$ cat src/hacd_pkg.sv
/*
 * shared widths, bus structs and enums for the bring-up core
 * every memory access is a single 64-bit beat, no bursts or ids
 * strobe is carried on the write beat only, page writes imply full strobe
 * module parameters (table and list placement) live in hacd_core
 */
package hacd_pkg;

   ////////////////////
   // widths
   ////////////////////
   localparam int addr_w = 32;
   localparam int data_w = 64;
   localparam int strb_w = 8;

   // end-of-list marker in the free page list
   localparam logic [data_w-1:0] null_ptr = '1;

   ////////////////////
   // memory bus packets
   ////////////////////

   // one write beat toward the memory controller
   typedef struct packed {
      logic [addr_w-1:0] addr;
      logic [data_w-1:0] data;
      logic [strb_w-1:0] strb;
   } mem_wr_req_t;

   // one read request
   typedef struct packed {
      logic [addr_w-1:0] addr;
   } mem_rd_req_t;

   // read data back, resp is the usual 2-bit okay/error code
   typedef struct packed {
      logic [data_w-1:0] data;
      logic [1:0]        resp;
   } mem_rd_resp_t;

   // page write from manager to write master
   typedef struct packed {
      logic [addr_w-1:0] addr;
      logic [data_w-1:0] data;
   } pgwr_req_t;

   ////////////////////
   // states and opcodes
   ////////////////////
   typedef enum logic [2:0] {
      st_reset,
      st_init_att,
      st_init_list,
      st_run
   } ctrl_state_e;

   typedef enum logic [1:0] {
      op_none,
      op_clear_att,
      op_build_list
   } init_op_e;

endpackage

$ cat src/hacd_ctrl_unit.sv
/*
 * top control FSM of the bring-up core
 * runs table clear then free list build, one start pulse per phase
 * cpu_sel rises once on entering run and never falls again
 * no runtime cpu hold, the memory port stays with the cpu after init
 */
`timescale 1ns/1ps

module hacd_ctrl_unit (
   input  logic               clk_i,
   input  logic               rst_n,
   input  logic               phase_done,
   output logic               start,
   output hacd_pkg::init_op_e init_op,
   output logic               cpu_sel
);
   import hacd_pkg::*;

   ctrl_state_e state;
   ctrl_state_e state_nxt;
   init_op_e    op_nxt;

   ////////////////////
   // next state
   ////////////////////
   always_comb begin
      state_nxt = state;
      case (state)
         // leave reset on the first clock
         st_reset: begin
            state_nxt = st_init_att;
         end
         st_init_att: begin
            if (phase_done) begin
               state_nxt = st_init_list;
            end
         end
         st_init_list: begin
            if (phase_done) begin
               state_nxt = st_run;
            end
         end
         // run is terminal
         st_run: begin
            state_nxt = st_run;
         end
         default: begin
            state_nxt = st_reset;
         end
      endcase
   end

   // opcode that belongs to the state being entered
   always_comb begin
      case (state_nxt)
         st_init_att:  op_nxt = op_clear_att;
         st_init_list: op_nxt = op_build_list;
         default:      op_nxt = op_none;
      endcase
   end

   ////////////////////
   // registered outputs
   ////////////////////
   always_ff @(posedge clk_i or negedge rst_n) begin
      if (!rst_n) begin
         state   <= st_reset;
         start   <= 1'b0;
         init_op <= op_none;
         cpu_sel <= 1'b0;
      end else begin
         state   <= state_nxt;
         // start only on a transition into an init phase
         start   <= (state_nxt != state) && (op_nxt != op_none);
         init_op <= op_nxt;
         // hand memory to the cpu once init is over
         cpu_sel <= (state_nxt == st_run);
      end
   end

endmodule

$ cat src/hacd_pgwr_mngr.sv
/*
 * page write manager, generates the init write streams
 * op_clear_att: att_entries zero words from att_base
 * op_build_list: num_pages entries from list_base, entry i holds i+1,
 * last entry holds null_ptr
 * start must not arrive while a phase is still running
 */
`timescale 1ns/1ps

module hacd_pgwr_mngr #(
   parameter logic [hacd_pkg::addr_w-1:0] att_base    = 32'h0000_1000,
   parameter int unsigned                 att_entries = 8,
   parameter logic [hacd_pkg::addr_w-1:0] list_base   = 32'h0000_2000,
   parameter int unsigned                 num_pages   = 16
) (
   input  logic                clk_i,
   input  logic                rst_n,
   input  logic                start,
   input  hacd_pkg::init_op_e  init_op,
   output hacd_pkg::pgwr_req_t pg_req,
   output logic                pg_valid,
   input  logic                pg_ready,
   input  logic                wr_ack,
   output logic                phase_done
);
   import hacd_pkg::*;

   // counters sized for the longer of the two phases
   localparam int max_n = (att_entries > num_pages) ? att_entries : num_pages;
   localparam int cnt_w = $clog2(max_n + 1);

   init_op_e          op_q;
   logic              active;
   logic [cnt_w-1:0]  total;
   logic [cnt_w-1:0]  issue_cnt;
   logic [cnt_w-1:0]  ack_cnt;
   logic [addr_w-1:0] base_addr;
   logic              last_ack;

   ////////////////////
   // request generation
   ////////////////////

   // keep issuing until every write of the phase is out
   assign pg_valid = active && (issue_cnt != total);
   assign last_ack = active && wr_ack && (ack_cnt == total - cnt_w'(1));

   always_comb begin
      base_addr   = (op_q == op_clear_att) ? att_base : list_base;
      // one 8-byte word per index
      pg_req.addr = base_addr + (addr_w'(issue_cnt) << 3);
      if (op_q == op_clear_att) begin
         pg_req.data = '0;
      end else if (issue_cnt == cnt_w'(num_pages - 1)) begin
         pg_req.data = null_ptr;
      end else begin
         // link to the next page
         pg_req.data = data_w'(issue_cnt) + data_w'(1);
      end
   end

   ////////////////////
   // phase bookkeeping
   ////////////////////
   always_ff @(posedge clk_i or negedge rst_n) begin
      if (!rst_n) begin
         op_q       <= op_none;
         active     <= 1'b0;
         total      <= '0;
         issue_cnt  <= '0;
         ack_cnt    <= '0;
         phase_done <= 1'b0;
      end else begin
         phase_done <= 1'b0;
         if (start) begin
            // latch opcode and length of the new phase
            op_q      <= init_op;
            active    <= (init_op != op_none);
            total     <= (init_op == op_clear_att) ? cnt_w'(att_entries) : cnt_w'(num_pages);
            issue_cnt <= '0;
            ack_cnt   <= '0;
         end else begin
            if (pg_valid && pg_ready) begin
               issue_cnt <= issue_cnt + cnt_w'(1);
            end
            if (active && wr_ack) begin
               ack_cnt <= ack_cnt + cnt_w'(1);
            end
            // all acks back, phase over
            if (last_ack) begin
               active     <= 1'b0;
               phase_done <= 1'b1;
            end
         end
      end
   end

endmodule

$ cat src/hacd_wr_master.sv
/*
 * write master, single register stage without skid buffer
 * widens each page write into a full-strobe memory beat
 * ready is combinational from the downstream ready
 * acks are forwarded one cycle after the memory response
 */
`timescale 1ns/1ps

module hacd_wr_master (
   input  logic                  clk_i,
   input  logic                  rst_n,
   input  hacd_pkg::pgwr_req_t   pg_req,
   input  logic                  pg_valid,
   output logic                  pg_ready,
   output hacd_pkg::mem_wr_req_t hk_wr,
   output logic                  hk_wr_valid,
   input  logic                  hk_wr_ready,
   input  logic                  hk_bvalid,
   output logic                  wr_ack
);

   logic load;

   ////////////////////
   // beat register
   ////////////////////

   // free slot, or the held beat leaves this cycle
   assign pg_ready = !hk_wr_valid || hk_wr_ready;
   assign load     = pg_valid && pg_ready;

   always_ff @(posedge clk_i or negedge rst_n) begin
      if (!rst_n) begin
         hk_wr_valid <= 1'b0;
      end else if (pg_ready) begin
         hk_wr_valid <= pg_valid;
      end
   end

   // payload only moves on a real transfer
   always_ff @(posedge clk_i) begin
      if (load) begin
         hk_wr.addr <= pg_req.addr;
         hk_wr.data <= pg_req.data;
         // page writes always cover the whole word
         hk_wr.strb <= '1;
      end
   end

   ////////////////////
   // ack return
   ////////////////////
   always_ff @(posedge clk_i or negedge rst_n) begin
      if (!rst_n) begin
         wr_ack <= 1'b0;
      end else begin
         wr_ack <= hk_bvalid;
      end
   end

endmodule

$ cat src/hacd_mem_mux.sv
/*
 * registered 2:1 mux toward the memory controller
 * plain select by cpu_sel, one owner at a time, no arbitration
 * the owner must have no write in flight when cpu_sel changes
 * responses are routed combinationally and assumed in order
 * the accelerator never reads, read path is cpu only
 */
`timescale 1ns/1ps

module hacd_mem_mux (
   input  logic                   clk_i,
   input  logic                   rst_n,
   input  logic                   cpu_sel,
   // accelerator write side
   input  hacd_pkg::mem_wr_req_t  hk_wr,
   input  logic                   hk_wr_valid,
   output logic                   hk_wr_ready,
   output logic                   hk_bvalid,
   // cpu side
   input  hacd_pkg::mem_wr_req_t  cpu_wr,
   input  logic                   cpu_wr_valid,
   output logic                   cpu_wr_ready,
   output logic                   cpu_bvalid,
   input  hacd_pkg::mem_rd_req_t  cpu_rd,
   input  logic                   cpu_rd_valid,
   output logic                   cpu_rd_ready,
   output hacd_pkg::mem_rd_resp_t cpu_rresp,
   output logic                   cpu_rresp_valid,
   // memory controller side
   output hacd_pkg::mem_wr_req_t  mc_wr,
   output logic                   mc_wr_valid,
   input  logic                   mc_wr_ready,
   input  logic                   mc_bvalid,
   output hacd_pkg::mem_rd_req_t  mc_rd,
   output logic                   mc_rd_valid,
   input  logic                   mc_rd_ready,
   input  hacd_pkg::mem_rd_resp_t mc_rresp,
   input  logic                   mc_rresp_valid
);
   import hacd_pkg::*;

   mem_wr_req_t wr_src;
   logic        wr_src_valid;
   logic        wr_slot_free;
   logic        rd_slot_free;

   ////////////////////
   // write channel
   ////////////////////
   assign wr_src       = cpu_sel ? cpu_wr : hk_wr;
   assign wr_src_valid = cpu_sel ? cpu_wr_valid : hk_wr_valid;
   assign wr_slot_free = !mc_wr_valid || mc_wr_ready;

   // unselected side sees ready low
   assign hk_wr_ready  = !cpu_sel && wr_slot_free;
   assign cpu_wr_ready = cpu_sel && wr_slot_free;

   always_ff @(posedge clk_i or negedge rst_n) begin
      if (!rst_n) begin
         mc_wr_valid <= 1'b0;
      end else if (wr_slot_free) begin
         mc_wr_valid <= wr_src_valid;
      end
   end

   always_ff @(posedge clk_i) begin
      if (wr_slot_free && wr_src_valid) begin
         mc_wr <= wr_src;
      end
   end

   ////////////////////
   // read channel
   ////////////////////
   assign rd_slot_free = !mc_rd_valid || mc_rd_ready;
   // cpu reads blocked until init is done
   assign cpu_rd_ready = cpu_sel && rd_slot_free;

   always_ff @(posedge clk_i or negedge rst_n) begin
      if (!rst_n) begin
         mc_rd_valid <= 1'b0;
      end else if (rd_slot_free) begin
         mc_rd_valid <= cpu_sel && cpu_rd_valid;
      end
   end

   always_ff @(posedge clk_i) begin
      if (cpu_rd_ready && cpu_rd_valid) begin
         mc_rd <= cpu_rd;
      end
   end

   ////////////////////
   // response routing
   ////////////////////
   assign hk_bvalid       = mc_bvalid && !cpu_sel;
   assign cpu_bvalid      = mc_bvalid && cpu_sel;
   assign cpu_rresp       = mc_rresp;
   assign cpu_rresp_valid = mc_rresp_valid;

endmodule

$ cat src/hacd_core.sv
/*
 * top level of the bring-up core, wiring only
 * init clears the attribute table and builds the free list,
 * then memory is handed to the cpu and init_done stays high
 * cpu ready outputs are low until init_done
 */
`timescale 1ns/1ps

module hacd_core #(
   parameter logic [hacd_pkg::addr_w-1:0] att_base    = 32'h0000_1000,
   parameter int unsigned                 att_entries = 8,
   parameter logic [hacd_pkg::addr_w-1:0] list_base   = 32'h0000_2000,
   parameter int unsigned                 num_pages   = 16
) (
   input  logic                   clk_i,
   input  logic                   rst_n,
   // cpu
   input  hacd_pkg::mem_wr_req_t  cpu_wr,
   input  logic                   cpu_wr_valid,
   output logic                   cpu_wr_ready,
   output logic                   cpu_bvalid,
   input  hacd_pkg::mem_rd_req_t  cpu_rd,
   input  logic                   cpu_rd_valid,
   output logic                   cpu_rd_ready,
   output hacd_pkg::mem_rd_resp_t cpu_rresp,
   output logic                   cpu_rresp_valid,
   // memory controller
   output hacd_pkg::mem_wr_req_t  mc_wr,
   output logic                   mc_wr_valid,
   input  logic                   mc_wr_ready,
   input  logic                   mc_bvalid,
   output hacd_pkg::mem_rd_req_t  mc_rd,
   output logic                   mc_rd_valid,
   input  logic                   mc_rd_ready,
   input  hacd_pkg::mem_rd_resp_t mc_rresp,
   input  logic                   mc_rresp_valid,
   output logic                   init_done
);
   import hacd_pkg::*;

   // control unit to manager
   logic        start;
   logic        phase_done;
   init_op_e    init_op;
   logic        cpu_sel;
   // manager to write master
   pgwr_req_t   pg_req;
   logic        pg_valid;
   logic        pg_ready;
   logic        wr_ack;
   // write master to mux
   mem_wr_req_t hk_wr;
   logic        hk_wr_valid;
   logic        hk_wr_ready;
   logic        hk_bvalid;

   assign init_done = cpu_sel;

   hacd_ctrl_unit u_ctrl_unit (.*);

   hacd_pgwr_mngr #(
      .att_base    (att_base),
      .att_entries (att_entries),
      .list_base   (list_base),
      .num_pages   (num_pages)
   ) u_pgwr_mngr (.*);

   hacd_wr_master u_wr_master (.*);

   hacd_mem_mux u_mem_mux (.*);

endmodule

$ cat config.mk
export PLATFORM = sky130hd
export DESIGN_NAME = hacd_core
export DESIGN_NICKNAME = d
export VERILOG_FILES = /design/src/hacd_pkg.sv /design/src/hacd_ctrl_unit.sv /design/src/hacd_pgwr_mngr.sv /design/src/hacd_wr_master.sv /design/src/hacd_mem_mux.sv /design/src/hacd_core.sv
export SDC_FILE = /design/constraint.sdc
export NUM_CORES = 1
export LEC_CHECK = 0
export ABC_CLOCK_PERIOD_IN_PS = 11340
export BUFFER_PORTS_ARGS = -buffer_cell sky130_fd_sc_hd__buf_2
export CELL_PAD_IN_SITES_DETAIL_PLACEMENT = 0
export CELL_PAD_IN_SITES_GLOBAL_PLACEMENT = 1
export CORE_AREA = 2 2 163 165
export CTS_BUF_LIST = sky130_fd_sc_hd__clkbuf_16
export CTS_CLUSTER_SIZE = 28
export DETAILED_ROUTE_END_ITERATION = 16
export DIE_AREA = 0 0 165 167
export PLACE_DENSITY_LB_ADDON = 0.1
export SETUP_SLACK_MARGIN = 0.05
export SYNTH_ARGS = -nofsm -noshare
export SYNTH_HDL_FRONTEND = slang
export SYNTH_SLANG_ARGS = --single-unit
$ cat constraint.sdc
create_clock -name clk_i -period 11.34 [get_ports clk_i]
set_clock_uncertainty 0.1 [all_clocks]
set_input_delay 2.268 -clock clk_i [delete_from_list [all_inputs] [get_ports clk_i]]
set_output_delay 2.268 -clock clk_i [all_outputs]
set_load 0.02 [all_outputs]
# Word-level counts from Yosys, hierarchy flattened
# Index checks and enable logic that the tools add are counted.
word_totals:
  reg_bits: 262
  input_bits: 210
op_classes:
  add_sub_neg: 5
  n_eq_ne: 12
  n_mux: 17
  reduce_logical: 26
op_table:
  columns: ["operator", "count"]
  rows:
  - ["$mux W104", 1]
  - ["$mux W64", 1]
  - ["$add A32 B8 Y32", 1]
  - ["$mux W5", 5]
  - ["$mux W14", 1]
  - ["$logic_and A1 B1 Y1", 13]
  - ["$eq A3 B2 Y1 const B", 4]
  - ["$pmux W3 S4", 1]
  - ["$add A5 B1 Y5 const B", 2]
  - ["$reduce_bool A2 Y1", 5]
  - ["$add A5 B1 Y6 const B", 1]
  - ["$eq A3 B1 Y1 const B", 2]
  - ["$mux W3", 2]
  - ["$eq A5 B4 Y1 const B", 1]
  - ["$eq A5 B5 Y1", 1]
  - ["$mux W1", 5]
  - ["$ne A5 B5 Y1", 1]
  - ["$sub A5 B1 Y5 const B", 1]
  - ["$eq A2 B1 Y1 const B", 2]
  - ["$logic_not A1 Y1", 4]
  - ["$pmux W2 S2", 1]
  - ["$logic_not A3 Y1", 1]
  - ["$logic_or A1 B1 Y1", 3]
  - ["$ne A3 B3 Y1", 1]

# Logic depth before layout (Yosys ltp)
logic_depth:
  depth_word: 7
  depth_mapped: 6
  ltp_nobuf: 6

# Modules after synthesis
# Synthesis repeated with hierarchy kept, for this count alone.
hier_totals:
  cells_unflattened: 656
  area_unflattened_um2: 10904.2
by_module_without_submodules:
  columns: ["module", "instances", "cells_each", "area_per_inst_um2"]
  rows:
  - ["hacd_mem_mux", 1, 335, 6009.5]
  - ["hacd_wr_master", 1, 110, 3025.4]
  - ["hacd_pgwr_mngr", 1, 192, 1610.3]
  - ["hacd_ctrl_unit", 1, 19, 259.0]

# Least setup slack after synthesis
# Ideal clock, no wire load.
synth_path:
  kind: "input port to flip-flop"
  start: "input cpu_wr_valid"
  end: "register, netlist name u_mem_mux.mc_wr[0]"
  setup_ps: 568
  arrival_time_ps: 6678
  required_time_ps: 10672
  slack_ps: 3995
  stages: 2
  path_cell_list: "mux2i_1 > nor2_1"
synth_via:
  elab_chain_len: 2
synth_lines:
  columns: ["item", "line_no", "rtl"]
  rows:
  - ["start: declaration", "hacd_core.sv:19", "input logic cpu_wr_valid,"]
  - ["$mux W1", "hacd_mem_mux.sv:51", "assign wr_src_valid = cpu_sel ? cpu_wr_valid : hk_wr_valid;"]
  - ["$logic_and A1 B1 Y1", "hacd_mem_mux.sv:67", "if (wr_slot_free && wr_src_valid) begin"]
# No other way between the ends.
# A chain may end at the register's enable or synchronous reset.

# Worst setup path after layout
layout_path:
  start: "input mc_wr_ready"
  end: "output cpu_wr_ready"
layout_via:
  elab_chain_len: 2
layout_lines:
  columns: ["item", "line_no", "rtl"]
  rows:
  - ["start: declaration", "hacd_core.sv:30", "input logic mc_wr_ready,"]
  - ["$logic_or A1 B1 Y1", "hacd_mem_mux.sv:52", "assign wr_slot_free = !mc_wr_valid || mc_wr_ready;"]
  - ["$logic_and A1 B1 Y1", "hacd_mem_mux.sv:56", "assign cpu_wr_ready = cpu_sel && wr_slot_free;"]
  - ["end: declaration", "hacd_core.sv:20", "output logic cpu_wr_ready,"]
# No other way between the ends.

==> results.md <==
- Top sig layer: met4
- H-tree levels: 4
- Fin nets: 960
- Gr ovfl total: 0
- Fin. Hold Viols: 0
- Synth area leader: edfxtp_1
- First drt pass iteration count: 5
- Fin. max-slew vios: 0
- Vias: 4545
- First-pass GRT wire length: about 26000 µm
- Peak supply drop: ~76 µV
- WL/cell: about 16 µm
- Startpoint class of the critical path: input pin
- Wl on met1: 7000 µm
- WL met3: approximately 1600 µm
- I/O pin count: roughly 420
- Power per cell area: 190 nW/µm²
- Die Height: 167 µm
- DP Wirelength: roughly 13000 µm
- Mean post-synth cell area: between 10 and 15 µm²
- Setup Fix Bufs, Post-CTS: 0
- TritonCTS clock tree: done
- P&R area growth vs syn: 25.9%
- Placed cell count: 1062
- Synth Register Bits: 177
- Max-cap viol count: 0
- Post-route antenna net violation count: 0
- Post-CTS Hold Buffers: 0
- CP required: approximately 9.0 ns
- Initial antenna violation count: 4
- Critical Path Fanout Max: 4
- Syn nets: 743
- Status: finished, final reports clean
- Least-Margin Pin Slew: ~1.2 ns
- Initial core utilization: between 20 and 30%
- Largest net degree at the start of global routing: 79
- Netlist cell types: 36
- Initial DRC count: 320
- Yosys top cell area share: 62.3%
- PortBufs: between 200 and 300
- Post-cts sizing count: 0
- Hold Crit Class: reg2reg
- Total Neg Setup Slack: 0 ns
- Placement Cell Area: around 8500 µm²
- Core area: roughly 26000 µm²
- Mapped Area: between 7000 and 8000 µm²
- Total power: roughly 1.7 mW
- Num CTS Buffers: 17
- Largest cells by area after synthesis: edfxtp_1 (62%), dfrtp_1 (9.3%), buf_4 (7.0%)
- Clock Sinks: 177
- Synth Instances: between 500 and 600
- Setup violators final: 0
- Routability congestion estimate: around 0.73
- Fmax: 189 MHz
- Sequential fraction of the synthesis area: 71.7%
- Clock transition at the registers of the reported paths: around 0.070 ns
- DRC: 0
- Layout cells sized above 1: approximately 45%
- CTS Buffer Depth: 2
- Final WL: around 18000 µm
- Post-Layout Cell Count: roughly 1100
- Row cnt: 59
- Root buffer cell: clkbuf_16
- Clk Latency, worst-skew pair: between 0.4 and 0.5 ns
- Final worst path period share: 46.8%
- Lkg Pwr: between 3 and 4 nW
- Via-to-Cell Ratio: around 4.1
- Crit end category: output port
- Tmin final: ~5.3 ns
- RSZ-0062 raised after global routing: false
- CP arrival: slightly below 3 ns
- Die ar.: roughly 28000 µm²
- Metal2 WL: 8720 µm
- R2r setup slk: between 7 and 8 ns
- Total track usage: 12.5%
- Fin area: slightly above 9000 µm²
- Slew margin rel.: around 22%
- Die W: around 170 µm
- WS Path Type: in2out
- Yosys warnings: 0
- Vias in the first global route: between 4000 and 5000
- Layout Utilization: between 30% and 40%
-- stage by stage --
stage                     hold WS, ns  setup WS, ns
after floorplan                 0.364          3.99
after global placement          0.378          6.02
after detailed placement        0.390          6.02
after CTS                       0.401          6.01
after global routing            0.430          5.96
final                           0.398          6.04
-- report_power, final --
group / switching (mW) / total [mW] / internal (mW)
Clock: 0.276 / 0.568 / 0.292
Sequential: 0.0307 / 0.859 / 0.828
Combinational: 0.210 / 0.305 / 0.0950
-- critical path, stage by stage --
cell and delay (ns):
buf_2 0.09, nor2b_1 0.32, nor2b_1 0.08, buf_2 0.17
-- placed cells by master (no fill, tap or decap), drive strengths merged, types with 3 or more instances in the layout --
cell        n
nor2       22
nand2     119
nand2b     14
buf       287
clkinv      4
edfxtp    150
diode       5
xor2        7
mux2i       4
inv        14
mux2       18
o21ai       5
clkbuf     17
ha          4
dfrtp      27
o21a        3
and2       28
clkinvlp    3
nor2b      10
-- cell usage after synthesis, drive strengths merged --
cell type  count
and2          28
a31oi          1
and3b          1
and3           2
conb           1
a21oi          2
mux2i          4
inv            7
or2            1
ha             4
nor2b         10
mux2          18
dfrtp         27
nor3b          2
o21a           3
o41ai          2
nand3b         1
a211oi         2
edfxtp       150
o21ai          5
nand4          2
clkbuf        16
nand2        119
buf           73
xnor2          2
xor2           7
nand3          1
nor2          22
nor3           2
nand2b        14
-- layout make-up --
| type | instances | area [µm²] |
|---|---|---|
| fill | 2608 | 16700 |
| sequential | 177 | 5180 |
| antenna | 5 | 12.5 |
| multi-input combinational | 256 | 1440 |
| inverter | 7 | 26.3 |
| tap | 335 | 419 |
| clock inverter | 14 | 144 |
| clock buffer | 17 | 425 |
| timing repair buffer | 287 | 1440 |
-- sequential cells by signal (all words and copies together), names as in the netlist, 2 cells and up --
signal / count
u_mem_mux.mc_rd: 32
u_pgwr_mngr.issue_cnt: 5
u_mem_mux.mc_wr: 104
u_pgwr_mngr.total: 2
u_wr_master.hk_wr: 14
u_ctrl_unit.init_op: 2
u_pgwr_mngr.op_q: 2
u_pgwr_mngr.ack_cnt: 5
u_ctrl_unit.state: 3
-- kinds of logic after synthesis --
| group | share of synthesized area (%) |
|---|---|
| other cells | 0.0519 |
| simple gates | 12.9 |
| fa+ha+maj | 0.693 |
| compound gates | 1.59 |
| mux | 3.41 |
| xor+xnor | 1.09 |
| buf+inv | 8.55 |
| flops | 71.7 |
-- worst paths after layout --
| kind | cells past startpoint | to | from |
|---|---|---|---|
| max | 4 | cpu_wr_ready | mc_wr_ready |
| min | 1 | u_ctrl_unit.start | u_ctrl_unit.state[0] |
| max reg2reg | 4 | u_mem_mux.mc_wr[60] | u_ctrl_unit.cpu_sel |
| min reg2reg | 1 | u_ctrl_unit.start | u_ctrl_unit.state[0] |
| max in group asynchronous | 1 | u_ctrl_unit.cpu_sel | rst_n |
| min in group asynchronous | 1 | u_ctrl_unit.cpu_sel | rst_n |
-- routing by layer --
layer,vias to the layer above,GRT usage [%]
met5,-,0
met4,0,5.52
met3,52,4.03
met2,198,20.3
met1,2134,15.1
li1,2161,-
No activity file was read; power rests on OpenSTA's default activity.
